File: src/cache_geom_pkg.sv
package cache_geom_pkg;

    //////////////////////////////
    // Address geometry
    //////////////////////////////

    localparam int ADDR_W     = 16;                 // Byte address
    localparam int OFFSET_W   = 2;                  // 4-byte blocks
    localparam int BLOCK_W    = ADDR_W - OFFSET_W;  // Block number width

    //////////////////////////////
    // Tag store capacity
    //////////////////////////////

    localparam int NUM_BLOCKS = 8;
    localparam int INDEX_W    = $clog2(NUM_BLOCKS); // Widest set index, also widest way select

    //////////////////////////////
    // Controller counters
    //////////////////////////////

    // Weighted conflict score that moves the cache one associativity step up
    localparam int SWITCH_THRESHOLD = 8;

    localparam int CNT_W  = 8;   // Switch counter
    localparam int STAT_W = 16;  // Request and hit statistics

endpackage

File: src/mutative_types.sv
package mutative_types;

    import cache_geom_pkg::*;

    // Log2 of the way count equals the encoding
    typedef enum logic [1:0] {
        SETUP_DM = 2'd0,  // 8 sets x 1 way
        SETUP_2W = 2'd1,  // 4 sets x 2 ways
        SETUP_4W = 2'd2,  // 2 sets x 4 ways
        SETUP_FA = 2'd3   // 1 set x 8 ways
    } setup_e;

    typedef enum logic [1:0] {
        CLS_HIT        = 2'd0,
        CLS_COMPULSORY = 2'd1,
        CLS_CONFLICT   = 2'd2,
        CLS_CAPACITY   = 2'd3
    } miss_class_e;

    //////////////////////////////
    // Address views
    //////////////////////////////

    typedef struct packed {
        logic [BLOCK_W-1:0]  block;
        logic [OFFSET_W-1:0] offset;
    } shadow_view_t;

    // Index is the widest one; the real array masks it down per mode
    typedef struct packed {
        logic [ADDR_W-INDEX_W-OFFSET_W-1:0] upper;
        logic [INDEX_W-1:0]                 index;
        logic [OFFSET_W-1:0]                offset;
    } set_view_t;

    typedef union packed {
        shadow_view_t shadow;
        set_view_t    set;
    } cache_addr_u;

endpackage

File: src/config_tag_array.sv
`timescale 1ns/1ps

module config_tag_array
    import cache_geom_pkg::*, mutative_types::*;
(
    input  logic        clk,
    input  logic        rst,
    input  logic        lookup_en,
    input  logic        fill_en,
    input  cache_addr_u addr,
    input  setup_e      setup,

    output logic        real_cache_valid,
    output logic        real_cache_hit,
    output logic        real_cache_full
);

    // Entry number is {set, way}; the set field narrows as ways widen
    logic [BLOCK_W-1:0]    tags [NUM_BLOCKS];
    logic [NUM_BLOCKS-1:0] valid;
    logic [INDEX_W-1:0]    rr_ptr [NUM_BLOCKS];  // One per possible set
    setup_e                setup_last;

    cache_addr_u           addr_r;

    logic [NUM_BLOCKS-1:0] eff_valid;
    logic [NUM_BLOCKS-1:0] in_set;
    logic [NUM_BLOCKS-1:0] hit_vec;
    logic [INDEX_W-1:0]    set_idx;
    logic [INDEX_W-1:0]    way_mask;
    logic [INDEX_W-1:0]    fill_idx;
    logic                  mode_change;

    //////////////////////////////
    // Set decode and search
    //////////////////////////////

    assign mode_change = (setup != setup_last);
    assign eff_valid   = mode_change ? '0 : valid;  // Flush pending, nothing counts

    assign set_idx  = addr_r.set.index & ({INDEX_W{1'b1}} >> setup);
    assign way_mask = ~({INDEX_W{1'b1}} << setup);
    assign fill_idx = (set_idx << setup) | (rr_ptr[set_idx] & way_mask);

    always_comb begin
        for (int e = 0; e < NUM_BLOCKS; e++) begin
            in_set[e]  = ((INDEX_W'(e) >> setup) == set_idx);
            hit_vec[e] = eff_valid[e] && in_set[e] && (tags[e] == addr_r.shadow.block);
        end
    end

    assign real_cache_hit   = |hit_vec;
    assign real_cache_valid = |(eff_valid & in_set);
    assign real_cache_full  = &(eff_valid | ~in_set);

    //////////////////////////////
    // Lookup register and fill
    //////////////////////////////

    always_ff @(posedge clk) begin
        if (lookup_en) begin
            addr_r <= addr;
        end
        if (fill_en) begin
            tags[fill_idx] <= addr_r.shadow.block;
        end
    end

    always_ff @(posedge clk) begin
        if (rst) begin
            valid      <= '0;
            setup_last <= SETUP_DM;
            for (int s = 0; s < NUM_BLOCKS; s++) begin
                rr_ptr[s] <= '0;
            end
        end else begin
            if (mode_change) begin
                // New set/way split, old entries no longer line up
                valid      <= '0;
                setup_last <= setup;
                for (int s = 0; s < NUM_BLOCKS; s++) begin
                    rr_ptr[s] <= '0;
                end
            end
            if (fill_en) begin
                valid[fill_idx] <= 1'b1;  // Overrides the flush for this entry
                rr_ptr[set_idx] <= rr_ptr[set_idx] + 1'b1;
            end
        end
    end

    // Controller only fills on a real-array miss
    a_no_fill_on_hit: assert property (@(posedge clk) disable iff (rst)
        fill_en |-> !real_cache_hit)
        else $error("fill issued while the real array hits");

endmodule

File: src/shadow_assoc_tags.sv
`timescale 1ns/1ps

module shadow_assoc_tags
    import cache_geom_pkg::*, mutative_types::*;
(
    input  logic        clk,
    input  logic        rst,
    input  logic        lookup_en,
    input  logic        fill_en,
    input  cache_addr_u addr,

    output logic        full_assoc_hit,
    output logic        full_assoc_full
);

    logic [BLOCK_W-1:0]    tags [NUM_BLOCKS];
    logic [NUM_BLOCKS-1:0] valid;
    logic [INDEX_W-1:0]    fifo_ptr;   // Oldest entry once full

    cache_addr_u           addr_r;
    logic [NUM_BLOCKS-1:0] hit_vec;
    logic                  do_fill;

    //////////////////////////////
    // Parallel search
    //////////////////////////////

    always_comb begin
        for (int e = 0; e < NUM_BLOCKS; e++) begin
            hit_vec[e] = valid[e] && (tags[e] == addr_r.shadow.block);
        end
    end

    assign full_assoc_hit  = |hit_vec;
    assign full_assoc_full = &valid;

    // A shadow hit keeps the block already here
    assign do_fill = fill_en && !full_assoc_hit;

    //////////////////////////////
    // Update
    //////////////////////////////

    always_ff @(posedge clk) begin
        if (lookup_en) begin
            addr_r <= addr;
        end
        if (do_fill) begin
            tags[fifo_ptr] <= addr_r.shadow.block;
        end
    end

    always_ff @(posedge clk) begin
        if (rst) begin
            valid    <= '0;
            fifo_ptr <= '0;
        end else if (do_fill) begin
            valid[fifo_ptr] <= 1'b1;
            fifo_ptr        <= fifo_ptr + 1'b1;  // Wraps over all 8 entries
        end
    end

endmodule

File: src/mutative_control.sv
`timescale 1ns/1ps

module mutative_control
    import cache_geom_pkg::*, mutative_types::*;
(
    input  logic        clk,
    input  logic        rst,
    input  logic        cpu_req,
    input  logic        mem_ready,
    input  logic        real_cache_valid,
    input  logic        real_cache_hit,
    input  logic        real_cache_full,
    input  logic        full_assoc_hit,
    input  logic        full_assoc_full,

    output logic        lookup_en,
    output logic        fill_en,
    output setup_e      setup,
    output logic        resp_valid,
    output logic        resp_hit,
    output miss_class_e resp_class
);

    enum logic [1:0] {
        s_idle, s_update, s_waiting
    } state, state_next;

    logic [CNT_W-1:0]  switch_counter, switch_counter_next;
    setup_e            setup_next;

    miss_class_e       cls;        // Class of the request in update
    miss_class_e       pend_cls;   // Held while waiting on mem_ready
    miss_class_e       resp_class_next;
    logic              resp_valid_next;

    assign lookup_en = (state == s_idle) && cpu_req;
    assign fill_en   = (state == s_update) && !real_cache_hit;

    //////////////////////////////
    // Miss classification
    //////////////////////////////

    always_comb begin
        if (real_cache_hit)
            cls = CLS_HIT;
        else if (!real_cache_valid)
            cls = CLS_COMPULSORY;
        else if (full_assoc_hit || !real_cache_full)
            cls = CLS_CONFLICT;
        else if (full_assoc_full)
            cls = CLS_CAPACITY;
        else
            cls = CLS_COMPULSORY;  // A shadow miss before any shadow eviction means first touch
    end

    //////////////////////////////
    // FSM and counters
    //////////////////////////////

    always_comb begin
        state_next           = state;
        setup_next           = setup;
        switch_counter_next  = switch_counter;
        resp_valid_next      = 1'b0;
        resp_class_next      = pend_cls;

        unique case (state)
            s_idle: begin
                if (switch_counter >= CNT_W'(SWITCH_THRESHOLD)) begin
                    switch_counter_next = '0;
                    if (setup != SETUP_FA)
                        setup_next = setup_e'(setup + 2'd1);
                end
                if (cpu_req)
                    state_next = s_update;
            end
            s_update: begin
                case (cls)
                    CLS_CONFLICT: switch_counter_next = switch_counter + 2'd2;
                    CLS_CAPACITY: begin
                        if (switch_counter != '0)
                            switch_counter_next = switch_counter - 1'b1;
                    end
                    default: ;
                endcase
                resp_class_next = cls;
                resp_valid_next = mem_ready;
                state_next      = mem_ready ? s_idle : s_waiting;
            end
            s_waiting: begin
                if (mem_ready) begin
                    resp_valid_next = 1'b1;
                    state_next      = s_idle;
                end
            end
            default: state_next = s_idle;
        endcase
    end

    always_ff @(posedge clk) begin
        if (rst) begin
            state           <= s_idle;
            setup           <= SETUP_DM;
            switch_counter  <= '0;
            resp_valid      <= 1'b0;
        end else begin
            state           <= state_next;
            setup           <= setup_next;
            switch_counter  <= switch_counter_next;
            resp_valid      <= resp_valid_next;
        end
    end

    always_ff @(posedge clk) begin
        if (state == s_update)
            pend_cls <= cls;
        resp_class <= resp_class_next;
        resp_hit   <= (resp_class_next == CLS_HIT);
    end

    a_setup_monotonic: assert property (@(posedge clk) disable iff (rst)
        setup >= $past(setup))
        else $error("setup moved to a lower associativity");

    a_fill_lookup_excl: assert property (@(posedge clk) disable iff (rst)
        !(fill_en && lookup_en))
        else $error("fill and lookup in the same cycle");

endmodule

File: src/mutative_cache_top.sv
`timescale 1ns/1ps

module mutative_cache_top
    import mutative_types::*;
(
    input  logic        clk,
    input  logic        rst,
    input  logic        cpu_req,
    input  cache_addr_u cpu_addr,
    input  logic        mem_ready,

    output logic        resp_valid,
    output logic        resp_hit,
    output miss_class_e resp_class,
    output setup_e      setup
);

    logic lookup_en;
    logic fill_en;
    logic real_cache_valid;
    logic real_cache_hit;
    logic real_cache_full;
    logic full_assoc_hit;
    logic full_assoc_full;

    //////////////////////////////
    // Controller
    //////////////////////////////

    mutative_control u_ctrl (
        .clk              (clk),
        .rst              (rst),
        .cpu_req          (cpu_req),
        .mem_ready        (mem_ready),
        .real_cache_valid (real_cache_valid),
        .real_cache_hit   (real_cache_hit),
        .real_cache_full  (real_cache_full),
        .full_assoc_hit   (full_assoc_hit),
        .full_assoc_full  (full_assoc_full),
        .lookup_en        (lookup_en),
        .fill_en          (fill_en),
        .setup            (setup),
        .resp_valid       (resp_valid),
        .resp_hit         (resp_hit),
        .resp_class       (resp_class)
    );

    //////////////////////////////
    // Tag stores
    //////////////////////////////

    config_tag_array u_real (
        .clk              (clk),
        .rst              (rst),
        .lookup_en        (lookup_en),
        .fill_en          (fill_en),
        .addr             (cpu_addr),
        .setup            (setup),
        .real_cache_valid (real_cache_valid),
        .real_cache_hit   (real_cache_hit),
        .real_cache_full  (real_cache_full)
    );

    shadow_assoc_tags u_shadow (  // Reference for miss classes
        .clk              (clk),
        .rst              (rst),
        .lookup_en        (lookup_en),
        .fill_en          (fill_en),
        .addr             (cpu_addr),
        .full_assoc_hit   (full_assoc_hit),
        .full_assoc_full  (full_assoc_full)
    );

endmodule

File: config.mk
export PLATFORM = sky130hd
export DESIGN_NAME = mutative_cache_top
export DESIGN_NICKNAME = d
export VERILOG_FILES = /design/src/cache_geom_pkg.sv /design/src/mutative_types.sv /design/src/config_tag_array.sv /design/src/shadow_assoc_tags.sv /design/src/mutative_control.sv /design/src/mutative_cache_top.sv
export SDC_FILE = /design/constraint.sdc
export NUM_CORES = 1
export LEC_CHECK = 0
export ABC_CLOCK_PERIOD_IN_PS = 4600
export CORE_AREA = 2 2 160 162
export DETAILED_ROUTE_END_ITERATION = 8
export DIE_AREA = 0 0 162 164
export DONT_BUFFER_PORTS = 1
export GPL_TIMING_DRIVEN = 0
export PLACE_DENSITY_LB_ADDON = 0.15
export SKIP_CTS_REPAIR_TIMING = 1
export SLEW_MARGIN = 20
export SYNTH_ARGS = -nofsm -noshare
export SYNTH_HDL_FRONTEND = slang
export SYNTH_SLANG_ARGS = --single-unit
File: constraint.sdc
create_clock -name clk -period 4.6 [get_ports clk]
set_clock_uncertainty 0.1 [all_clocks]
set_input_delay 0.23 -clock clk [delete_from_list [all_inputs] [get_ports clk]]
set_output_delay 0.23 -clock clk [all_outputs]
set_load 0.01 [all_outputs]
==> flow_metrics.py, run 1 <==
metrics = {
    "outcome": {
        "status": "finished, final reports clean",
    },
    "route": {
        "routed_via_density": 5.81,
        "drtIter0Drc": 699,
        "drc": 0,
        "wl_um": 32500,
        "dr_total_vias": 8262,
        "ant_nets": 0,
        "drt-pass1-iter-count": 5,
        "wl_per_cell_um": 22.9,
    },
    "logic_synthesis": {
        "synth_ff_type": "edfxtp_1",
        "synth_area_per_cell_um2": 13.6,
        "ys_ff_latch": 299,
        "yosys_warnings": 0,
        "synth_nets": 1028,
        "synth_edf_count": 262,
        "synth_cell_types": 60,
        "postSynthCellCount": 994,
        "ys_seq_area_share_pct": 63.6,
        "ys_async_sr_fraction_pct": 0,
        "mappedNetlistArea_um2": 13500,
    },
    "worst_setup_path": {
        "cp_max_fo": 10,
        "worst_setup_path_end_kind": "register",
        "cp.required_ns": 4.78,
        "crit_family": "buffers and inverters",
        "crit_path_top_delay_cell": "nor3_2",
        "worstPathBufferInverterCount": 3,
        "critPathKind": "register to register",
        "startpoint_type": "register",
        "slowest_delay_ns": 0.71,
        "cp.arrival_ns": 4.64,
        "crit_chain": "ha_1 > nand2b_1 > clkbuf_1 > buf_2 > mux4_2 > mux2i_1 > o221ai_1 > nor3_2 > buf_4",
    },
    "cts": {
        "cts_max_path_buffers": 3,
        "cts_root_buf": "clkbuf_16",
        "cts_tree": "built",
        "cts_buffers": 31,
        "cts_sinks": 299,
        "clk_latency_ns": 0.58,
        "htree_levels": 1,
        "clkSlewWorstSetupHoldPaths_ns": 0.06,
    },
    "floorplanning": {
        "die_h_um": 164,
        "die-area_um2": 26600,
        "io_pins": 26,
        "initial_utilization_pct": 54.5,
        "die_x_um": 162,
        "rows": 58,
        "core_um2": 24800,
    },
    "placed_design": {
        "gp_congestion": 0.893,
        "dp_slack_ns": -0.262,
        "place_hpwl_um": 19800,
        "portBuffers": 0,
    },
    "global_route": {
        "antenna_found_initial": 0,
        "gr-max-usage-layer": "met2",
        "gr-total-overflow": 0,
        "grtUsageTotal_pct": 24.8,
        "met3_usage_pct": 3.18,
        "grt_first_pass_wirelength_um": 48400,
        "grt_pass1_vias": 7891,
        "gr-usage-met1_pct": 34.2,
        "grt_max_degree": 20,
        "use_met2_pct": 41.7,
    },
    "timing": {
        "setup_tns_ns": 0,
        "setup_viol": 0,
        "hold_viol": 0,
        "clock.fmax_mhz": 225,
        "maxSlewViolCount": 0,
        "min_period_ns": 4.45,
        "fin_crit_sh_pct": 96.8,
        "relSlewSlack_pct": 33.1,
        "tightest_slew_ns": 1.00,
        "setup_slack_ns": 0.146,
    },
    "cells_and_area": {
        "drive_above_1_share_pct": 12.4,
        "multiInputGateArea_um2": 4580,
        "diodes": 0,
        "nFillCells": 1915,
        "syn_to_final_growth_pct": 13.9,
        "final_net_count": 1104,
        "final-seq-area_um2": 8610,
    },
    "pwr": {
        "power_mw": 6.15,
        "power_density_nw_per_um2": 399,
        "vdd_drop_max_v": 0.000331,
        "leakagePower_nw": 5.11,
    },
    "job": {
        "drv_cap": 0,
    },
    "min_path": {
        "hp-class": "primary input to register",
    },
}
layout make-up:
cell class | instances | share of cell area (%)
Buffer | 49 | 2.02
Multi-Input combinational cell | 624 | 29.8
Timing Repair Buffer | 43 | 2.45
Clock buffer | 37 | 5.18
Tap cell | 330 | 2.68
Inverter | 22 | 0.585
Clock inverter | 19 | 1.44
Sequential cell | 299 | 55.9
sequential cells by signal, indices dropped and copies added (netlist names), 2 cells and up:
signal                 cells
u_real.tags              112
u_shadow.tags            112
u_real.rr_ptr             24
u_real.addr_r             14
u_ctrl.switch_counter      8
u_real.valid               8
u_shadow.valid             8
u_shadow.fifo_ptr          3
u_ctrl.resp_class          2
u_ctrl.setup               2
u_ctrl.state               2
u_real.setup_last          2
final timing paths:
| path | from | to | slack [ns] | depth (start not counted) |
|---|---|---|---|---|
| setup / recovery | u_ctrl.setup[0] | u_real.tags[0][2] | 0.15 | 9 |
| hold / removal | cpu_addr[5] | u_real.addr_r[5] | 0.18 | 1 |
| setup reg to reg | u_ctrl.setup[0] | u_real.tags[0][2] | 0.15 | 9 |
| hold reg to reg | u_ctrl.switch_counter[0] | u_ctrl.switch_counter[0] | 0.40 | 2 |
cells in the final DEF (no fill, tap or decap), types with 17 or more instances in the layout:
master / netlist / routed
buf_2: 15 / 17
buf_4: 15 / 38
clkbuf_16: 0 / 31
dfxtp_1: 37 / 37
edfxtp_1: 262 / 262
inv_1: 20 / 18
nand2_1: 43 / 42
nand3_1: 30 / 30
nand4_1: 48 / 48
nor2_1: 56 / 50
nor4_1: 38 / 37
xnor2_1: 139 / 139
xor2_1: 95 / 95
cell usage after synthesis (all sizes together), types with 3 or more instances:
library cell | instances | area share, %
edfxtp | 262 | 58
xnor2 | 140 | 9.1
xor2 | 95 | 6.2
nor2 | 56 | 1.6
nand4 | 49 | 2.4
nand2 | 43 | 1.2
buf | 39 | 2.0
nor4 | 39 | 1.9
dfxtp | 37 | 5.5
nand3 | 30 | 1.1
inv | 20 | 0.55
a21oi | 16 | 0.59
o21ai | 16 | 0.59
ha | 14 | 1.3
nor3 | 13 | 0.48
nor2b | 11 | 0.53
clkbuf | 10 | 0.28
and3 | 9 | 0.42
and2 | 7 | 0.34
mux2i | 7 | 0.52
o211ai | 7 | 0.39
o21a | 7 | 0.39
mux4 | 6 | 1.0
a211o | 5 | 0.32
nand2b | 5 | 0.25
nand3b | 5 | 0.28
o2111ai | 5 | 0.32
or3 | 5 | 0.23
a22oi | 3 | 0.17
nand4b | 3 | 0.19
o221ai | 3 | 0.19
o311ai | 3 | 0.19
o32ai | 3 | 0.19
cells by family (layout without fill, tap and decap cells):
group	count (synthesis)	after routing	share of synthesized area, %
flops	299	299	63.6
mux	13	13	1.52
simple gates	280	280	11.2
compound gates	82	82	4.22
xor+xnor	235	235	15.3
buf+inv	71	170	2.91
fa+ha+maj	14	14	1.29
power breakdown:
part / leakage [nW] / internal (mW) / switching, mW / total (mW)
registers: 2.70 / 3.03 / 0.0673 / 3.10
logic: 1.91 / 0.188 / 0.323 / 0.511
clock network: 0.495 / 1.51 / 1.03 / 2.54
layer usage:
layer / wire length, um / share of wire [%]
met1: 14000 / 43
met2: 15900 / 49
met3: 1910 / 5.9
met4: 759 / 2.3
met5: 0 / 0
stage by stage:
stage | std cells | hold slack [ns] | util [%] | instance area, um^2
2_1_floorplan | 994 | 0.229 | - | 13500
3_3_place_gp | 1324 | 0.229 | 56.2 | 13900
3_5_place_dp | 1329 | 0.229 | 56.4 | 14000
4_1_cts | 1385 | -0.371 | 60.5 | 15000
5_1_grt | 1423 | 0.163 | 62.1 | 15400
6_report | 1423 | 0.181 | 62.1 | 15400
Power figures use the tool's default switching activity.
==> inputs of run 2 (changes only) <==
- ABC_AREA: unset -> 1
- CORE_AREA: 2 2 160 162 -> 2 2 168 170
- DIE_AREA: 0 0 162 164 -> 0 0 170 172
==> run 2 against run 1 <==
Compared with the run above: die area is 10% higher; sequential power is 11% higher; via count is 37% higher; highest routed layer unchanged; fmax is 6.2% higher; non-clock buffer count is 26 lower; sequential share of layout area is 3.8 points lower; cell area is 7.3% higher; largest power group unchanged; combinational power grew to 3.2 times the previous value; synthesized area is 11% higher; clock power is 9.1% lower; critical endpoint is now u_real.tags[3][8]; count of clock-buffer cells in the layout is 1 higher; routed wire length is 13% higher.
==> flow_metrics.py, run 2 <==
metrics = {
    "timing": {
        "hold_viol": 0,
        "clock.fmax_mhz": 238,
        "maxSlewViolCount": 0,
        "rsz0062_at_grt": "false",
        "min_period_ns": 4.19,
        "fin_crit_sh_pct": 91.2,
        "relSlewSlack_pct": 27.7,
        "tightest_slew_ns": 1.08,
        "hold_ws_ns": 0.0639,
        "setup_viol": 0,
        "setup_tns_ns": 0,
        "setup_slack_ns": 0.405,
    },
    "worst_setup_path": {
        "crit_end": "u_real.tags[3][8]",
        "startpoint_type": "register",
        "reg2reg_depth": 15,
        "cp.required_ns": 4.69,
        "regToRegEndpoint": "u_real.tags[3][8]",
        "setup.worst_path.start": "u_real.addr_r[2]",
        "cp_max_fo": 22,
        "cp.arrival_ns": 4.29,
        "r2r-start": "u_real.addr_r[2]",
        "critPathKind": "register to register",
        "r2r_slack_ns": 0.41,
        "worst_setup_path_end_kind": "register",
    },
    "global_route": {
        "gr-total-overflow": 0,
        "grt_pass1_vias": 10600,
        "antenna_found_initial": 0,
        "grt_first_pass_wirelength_um": 56000,
        "grt_max_degree": 23,
        "grtUsageTotal_pct": 25.4,
    },
    "pwr": {
        "power_density_nw_per_um2": 448,
        "power_mw": 7.41,
        "leakagePower_nw": 7.47,
        "vdd_drop_max_v": 0.000369,
    },
    "route": {
        "wl_um": 36800,
        "drtIter0Drc": 1011,
        "drt-pass1-iter-count": 5,
        "routed_via_density": 5.18,
        "dr_total_vias": 11300,
        "ant_nets": 0,
        "wl_per_cell_um": 16.9,
        "drc": 0,
    },
    "logic_synthesis": {
        "synth_top_area_cell": "edfxtp_1",
        "synth_ff_type": "edfxtp_1",
        "synth_edf_count": 262,
        "yosysMostFrequentCell": "nand2_1",
        "ys_ff_latch": 299,
        "synth.area.top_cells": "edfxtp_1, nand2_1, inv_1",
        "mappedNetlistArea_um2": 15000,
        "ys_async_sr_fraction_pct": 0,
        "ys_seq_area_share_pct": 57.5,
        "yosys_warnings": 0,
        "synth_nets": 1793,
        "synth_area_per_cell_um2": 8.51,
        "synth_top_cell_area_share_pct": 52.5,
        "postSynthCellCount": 1759,
        "synth_cell_types": 40,
        "synth_commonest_cells": "nand2_1, edfxtp_1, inv_1, nor2_1, o21ai_0",
    },
    "placed_design": {
        "placed_area_um2": 15500,
        "portBuffers": 0,
        "place_hpwl_um": 25300,
        "gp_congestion": 0.866,
        "placed_cells_incl_taps": 2108,
        "dp_slack_ns": 0.431,
    },
    "cells_and_area": {
        "finalNonFillerCells": 2179,
        "diodes": 0,
        "drive_above_1_share_pct": 7.09,
        "syn_to_final_growth_pct": 10.3,
        "final-seq-area_um2": 8610,
        "multiInputGateArea_um2": 5090,
        "mostFrequentLayoutCells": "nand2_1, edfxtp_1, inv_1, nor2_1, o21ai_0",
        "layout_commonest_cell": "nand2_1",
        "fin_area_um2": 16500,
        "nFillCells": 2316,
        "final_net_count": 1845,
        "reg.largest.list": "u_real.tags: 112 flops, u_shadow.tags: 112 flops, u_real.rr_ptr: 24 flops",
        "final_util_pct": 60.1,
    },
    "cts": {
        "clkSlewWorstSetupHoldPaths_ns": 0.06,
        "cts_max_path_buffers": 3,
        "cts_root_buf": "clkbuf_16",
        "cts_tree": "built",
        "htree_levels": 1,
        "cts_buffers": 31,
        "clk_latency_ns": 0.57,
        "cts_sinks": 299,
    },
    "floorplanning": {
        "io_pins": 26,
        "die_h_um": 172,
        "die-area_um2": 29200,
        "initial_utilization_pct": 54.5,
        "rows": 61,
        "core_um2": 27500,
        "die_x_um": 170,
    },
    "job": {
        "drv_cap": 0,
    },
    "min_path": {
        "hp-class": "primary input to register",
    },
    "outcome": {
        "status": "finished, final reports clean",
    },
}
run 2: kinds of logic after synthesis:
| family | Yosys count | synth area share, % |
|---|---|---|
| DFF | 299 | 57.5 |
| xor gates and xnor gates | 49 | 2.87 |
| adders and majority gates | 14 | 1.17 |
| buffers and inverters | 319 | 8.59 |
| AOI/OAI and AO/OA | 105 | 3.85 |
| and+or+nand+nor | 973 | 26.0 |
run 2: how the worst min path moves through the flow:
stage            startpoint                end  slack, ns  depth (start not counted)
2_1_floorplan  cpu_addr[10]  u_real.addr_r[10]       0.23                          0
3_3_place_gp    cpu_addr[3]   u_real.addr_r[3]       0.23                          0
3_5_place_dp   cpu_addr[10]  u_real.addr_r[10]       0.23                          0
4_1_cts        cpu_addr[11]  u_real.addr_r[11]      -0.37                          0
5_1_grt                 rst    u_real.valid[7]       0.08                          2
6_report                rst    u_real.valid[1]       0.06                          2
run 2: metal layers:
layer | routed length, um | vias up | GRT usage [%]
li1 | - | 5596 | -
met1 | 15500 | 5288 | 33.0
met2 | 18300 | 334 | 44.6
met3 | 2130 | 65 | 3.20
met4 | 939 | 0 | 7.99
met5 | 0 | - | 0
run 2: worst max-delay path: stages (launching register included):
cell	delay, ns
edfxtp_1	1.05
inv_2	0.22
nor2_2	0.22
buf_4	0.20
nand2_1	0.06
nand3_1	0.12
nor2_1	0.10
nand3_1	0.09
nand2_1	0.06
nor2_2	0.23
nand2_4	0.11
nor2_2	0.12
inv_2	0.11
a21oi_2	0.18
inv_1	0.10
nor2_2	0.73
run 2: cell type report:
type                            count  area share (%)
Clock buffer                       38            4.85
Inverter                          272            6.18
Multi-Input combinational cell   1141            30.8
Timing Repair Buffer               19            1.20
Sequential cell                   299            52.1
Tap cell                          346            2.62
Buffer                             47            1.61
Clock inverter                     17           0.644
run 2: power breakdown:
| group | switching, mW | internal [mW] | leakage [nW] | total (mW) |
|---|---|---|---|---|
| combinational | 1.14 | 0.509 | 4.31 | 1.65 |
| sequential | 0.193 | 3.25 | 2.72 | 3.44 |
| clock | 1.03 | 1.28 | 0.441 | 2.31 |
==> inputs of run 3 (changes only) <==
- ABC_CLOCK_PERIOD_IN_PS: 4600 -> 4400
- PLACE_DENSITY: unset -> 0.7
- PLACE_DENSITY_LB_ADDON: 0.15 -> unset
- clock period: 4.6 -> 4.4 ns (I/O delays scaled with it)
==> run 3 against run 2 <==
Compared with the run above: die area did not move; routed wire length grew 0.24%; worst hold slack lost 0.012 ns; count of clock-buffer cells in the layout unchanged; sequential cell count stayed put; cell count is 0.23% higher; global-route usage decreased by 0.13 points; non-clock buffer count up 2; power increased by 7.2%; sequential share of layout area fell by 0.33 points; fmax is 1.5% higher; cell area is 0.64% higher; largest power group unchanged.
==> flow_metrics.py, run 3 (synthesized netlist as in run 2, its figures left out) <==
metrics = {
    "global_route": {
        "gr-total-overflow": 0,
        "grt_first_pass_wirelength_um": 55800,
        "grt_max_degree": 23,
        "grtUsageTotal_pct": 25.3,
        "grt_pass1_vias": 10700,
        "antenna_found_initial": 0,
    },
    "worst_setup_path": {
        "cp.arrival_ns": 4.31,
        "crit_path_frequent_cell": "nor2_2",
        "startpoint_type": "register",
        "cp.required_ns": 4.57,
        "worstPathBufferInverterCount": 5,
        "slowest_delay_ns": 1.06,
        "reg2reg_depth": 16,
        "worst_setup_path_end_kind": "register",
        "r2r_slack_ns": 0.27,
        "crit_chain": "inv_2 > nor2_2 > buf_4 > nand2_1 > nand3_1 > nor2_1 > nand3_1 > nand2_1 > nor2_2 > nand2_4 > nor2_2 > inv_2 > nor2_2 > inv_1 > nor2_2 > buf_6",
        "critPathKind": "register to register",
        "r2r-start": "u_real.addr_r[2]",
        "crit_path_top_delay_cell": "edfxtp_1",
        "crit_family": "simple AND/OR/NAND/NOR gates",
        "cp_max_fo": 22,
        "regToRegEndpoint": "u_real.tags[0][6]",
    },
    "timing": {
        "maxSlewViolCount": 0,
        "fin_crit_sh_pct": 93.9,
        "tightest_slew_ns": 1.10,
        "min_period_ns": 4.13,
        "setup_viol": 0,
        "rsz0062_at_grt": "false",
        "clock.fmax_mhz": 242,
        "relSlewSlack_pct": 25.8,
        "hold_viol": 0,
    },
    "cells_and_area": {
        "nFillCells": 2323,
        "layout_commonest_cell": "nand2_1",
        "finalNonFillerCells": 2184,
        "mostFrequentLayoutCells": "nand2_1, edfxtp_1, inv_1, nor2_1, o21ai_0",
        "diodes": 0,
        "final_net_count": 1847,
        "multiInputGateArea_um2": 5090,
        "final-seq-area_um2": 8610,
        "syn_to_final_growth_pct": 11.1,
        "reg.largest.list": "u_real.tags: 112 flops, u_shadow.tags: 112 flops, u_real.rr_ptr: 24 flops",
        "fin_area_um2": 16600,
        "drive_above_1_share_pct": 7.45,
    },
    "placed_design": {
        "placed_cells_incl_taps": 2108,
        "portBuffers": 0,
        "place_hpwl_um": 24900,
        "gp_congestion": 0.895,
        "placed_area_um2": 15400,
    },
    "cts": {
        "cts_max_path_buffers": 3,
        "clkSlewWorstSetupHoldPaths_ns": 0.06,
        "cts_buffers": 31,
        "cts_root_buf": "clkbuf_16",
        "clk_latency_ns": 0.56,
        "cts_sinks": 299,
        "htree_levels": 1,
        "cts_tree": "built",
    },
    "route": {
        "drt-pass1-iter-count": 6,
        "routed_via_density": 5.19,
        "drc": 0,
        "dr_total_vias": 11300,
        "wl_um": 36900,
        "wl_per_cell_um": 16.9,
        "drtIter0Drc": 926,
        "ant_nets": 0,
    },
    "floorplanning": {
        "io_pins": 26,
        "die-area_um2": 29200,
        "die_x_um": 170,
        "initial_utilization_pct": 54.5,
        "die_h_um": 172,
        "rows": 61,
        "core_um2": 27500,
    },
    "pwr": {
        "vdd_drop_max_v": 0.000345,
        "leakagePower_nw": 7.52,
        "power_density_nw_per_um2": 478,
    },
    "min_path": {
        "hold_start": "rst",
        "hp-class": "primary input to register",
        "worstHoldEndpoint": "u_real.valid[7]",
        "holdPathStages": 2,
    },
    "job": {
        "drv_cap": 0,
    },
    "outcome": {
        "status": "finished, final reports clean",
    },
}
-- run 3: changes by cell type in the layout (fill, tap and decap cells not counted), moves of 2 or more --
cell / delta
buf_4: +2
bufinv_16: +3
clkinv_1: -2
clkinv_2: +2
-- run 3: power by group --
group	switching (mW)	internal [mW]
logic	1.20	0.534
clock network	1.08	1.52
registers	0.201	3.40
-- run 3: per-stage QoR --
step	util (%)	hold WS (ns)	setup WS [ns]	setup TNS, ns	total power [mW]
2_1_floorplan	-	0.219	1.12	0	4.87
3_3_place_gp	56.1	0.219	-0.245	-8.83	5.29
3_5_place_dp	56.2	0.219	0.254	0	5.36
4_1_cts	59.9	-0.369	0.273	0	7.94
5_1_grt	60.5	0.0811	0.0329	0	8.32
6_report	60.5	0.0518	0.266	0	7.94
-- run 3: cell type report --
cell class              instances  share of cell area, %
plain buffers                  47                   1.60
flip-flops and latches        299                   51.8
well taps                     346                   2.60
multi-input cells            1141                   30.6
inverters                     272                   6.14
repair buffers                 21                   1.26
clock buffers                  38                   4.82
clock inverters                20                   1.21
-- run 3: worst max-delay path by stage --
stage | cells after the start | to | slack (ns) | from
after floorplan | 16 | u_real.tags[3][0] | 1.12 | u_ctrl.setup[1]
after global placement | 15 | u_real.tags[0][9] | -0.25 | u_real.addr_r[2]
after detailed placement | 15 | u_shadow.tags[5][6] | 0.25 | u_real.addr_r[5]
after CTS | 15 | u_shadow.tags[5][4] | 0.27 | u_real.addr_r[5]
after global routing | 16 | u_real.tags[0][6] | 0.03 | u_real.addr_r[2]
final | 16 | u_real.tags[0][6] | 0.27 | u_real.addr_r[2]
-- run 3: layer usage --
metal	GRT usage, %	vias up	wire length (um)
li1	-	5605	-
met1	32.6	5223	15000
met2	43.5	416	18000
met3	3.34	86	2720
met4	9.96	0	1270
met5	0	-	0
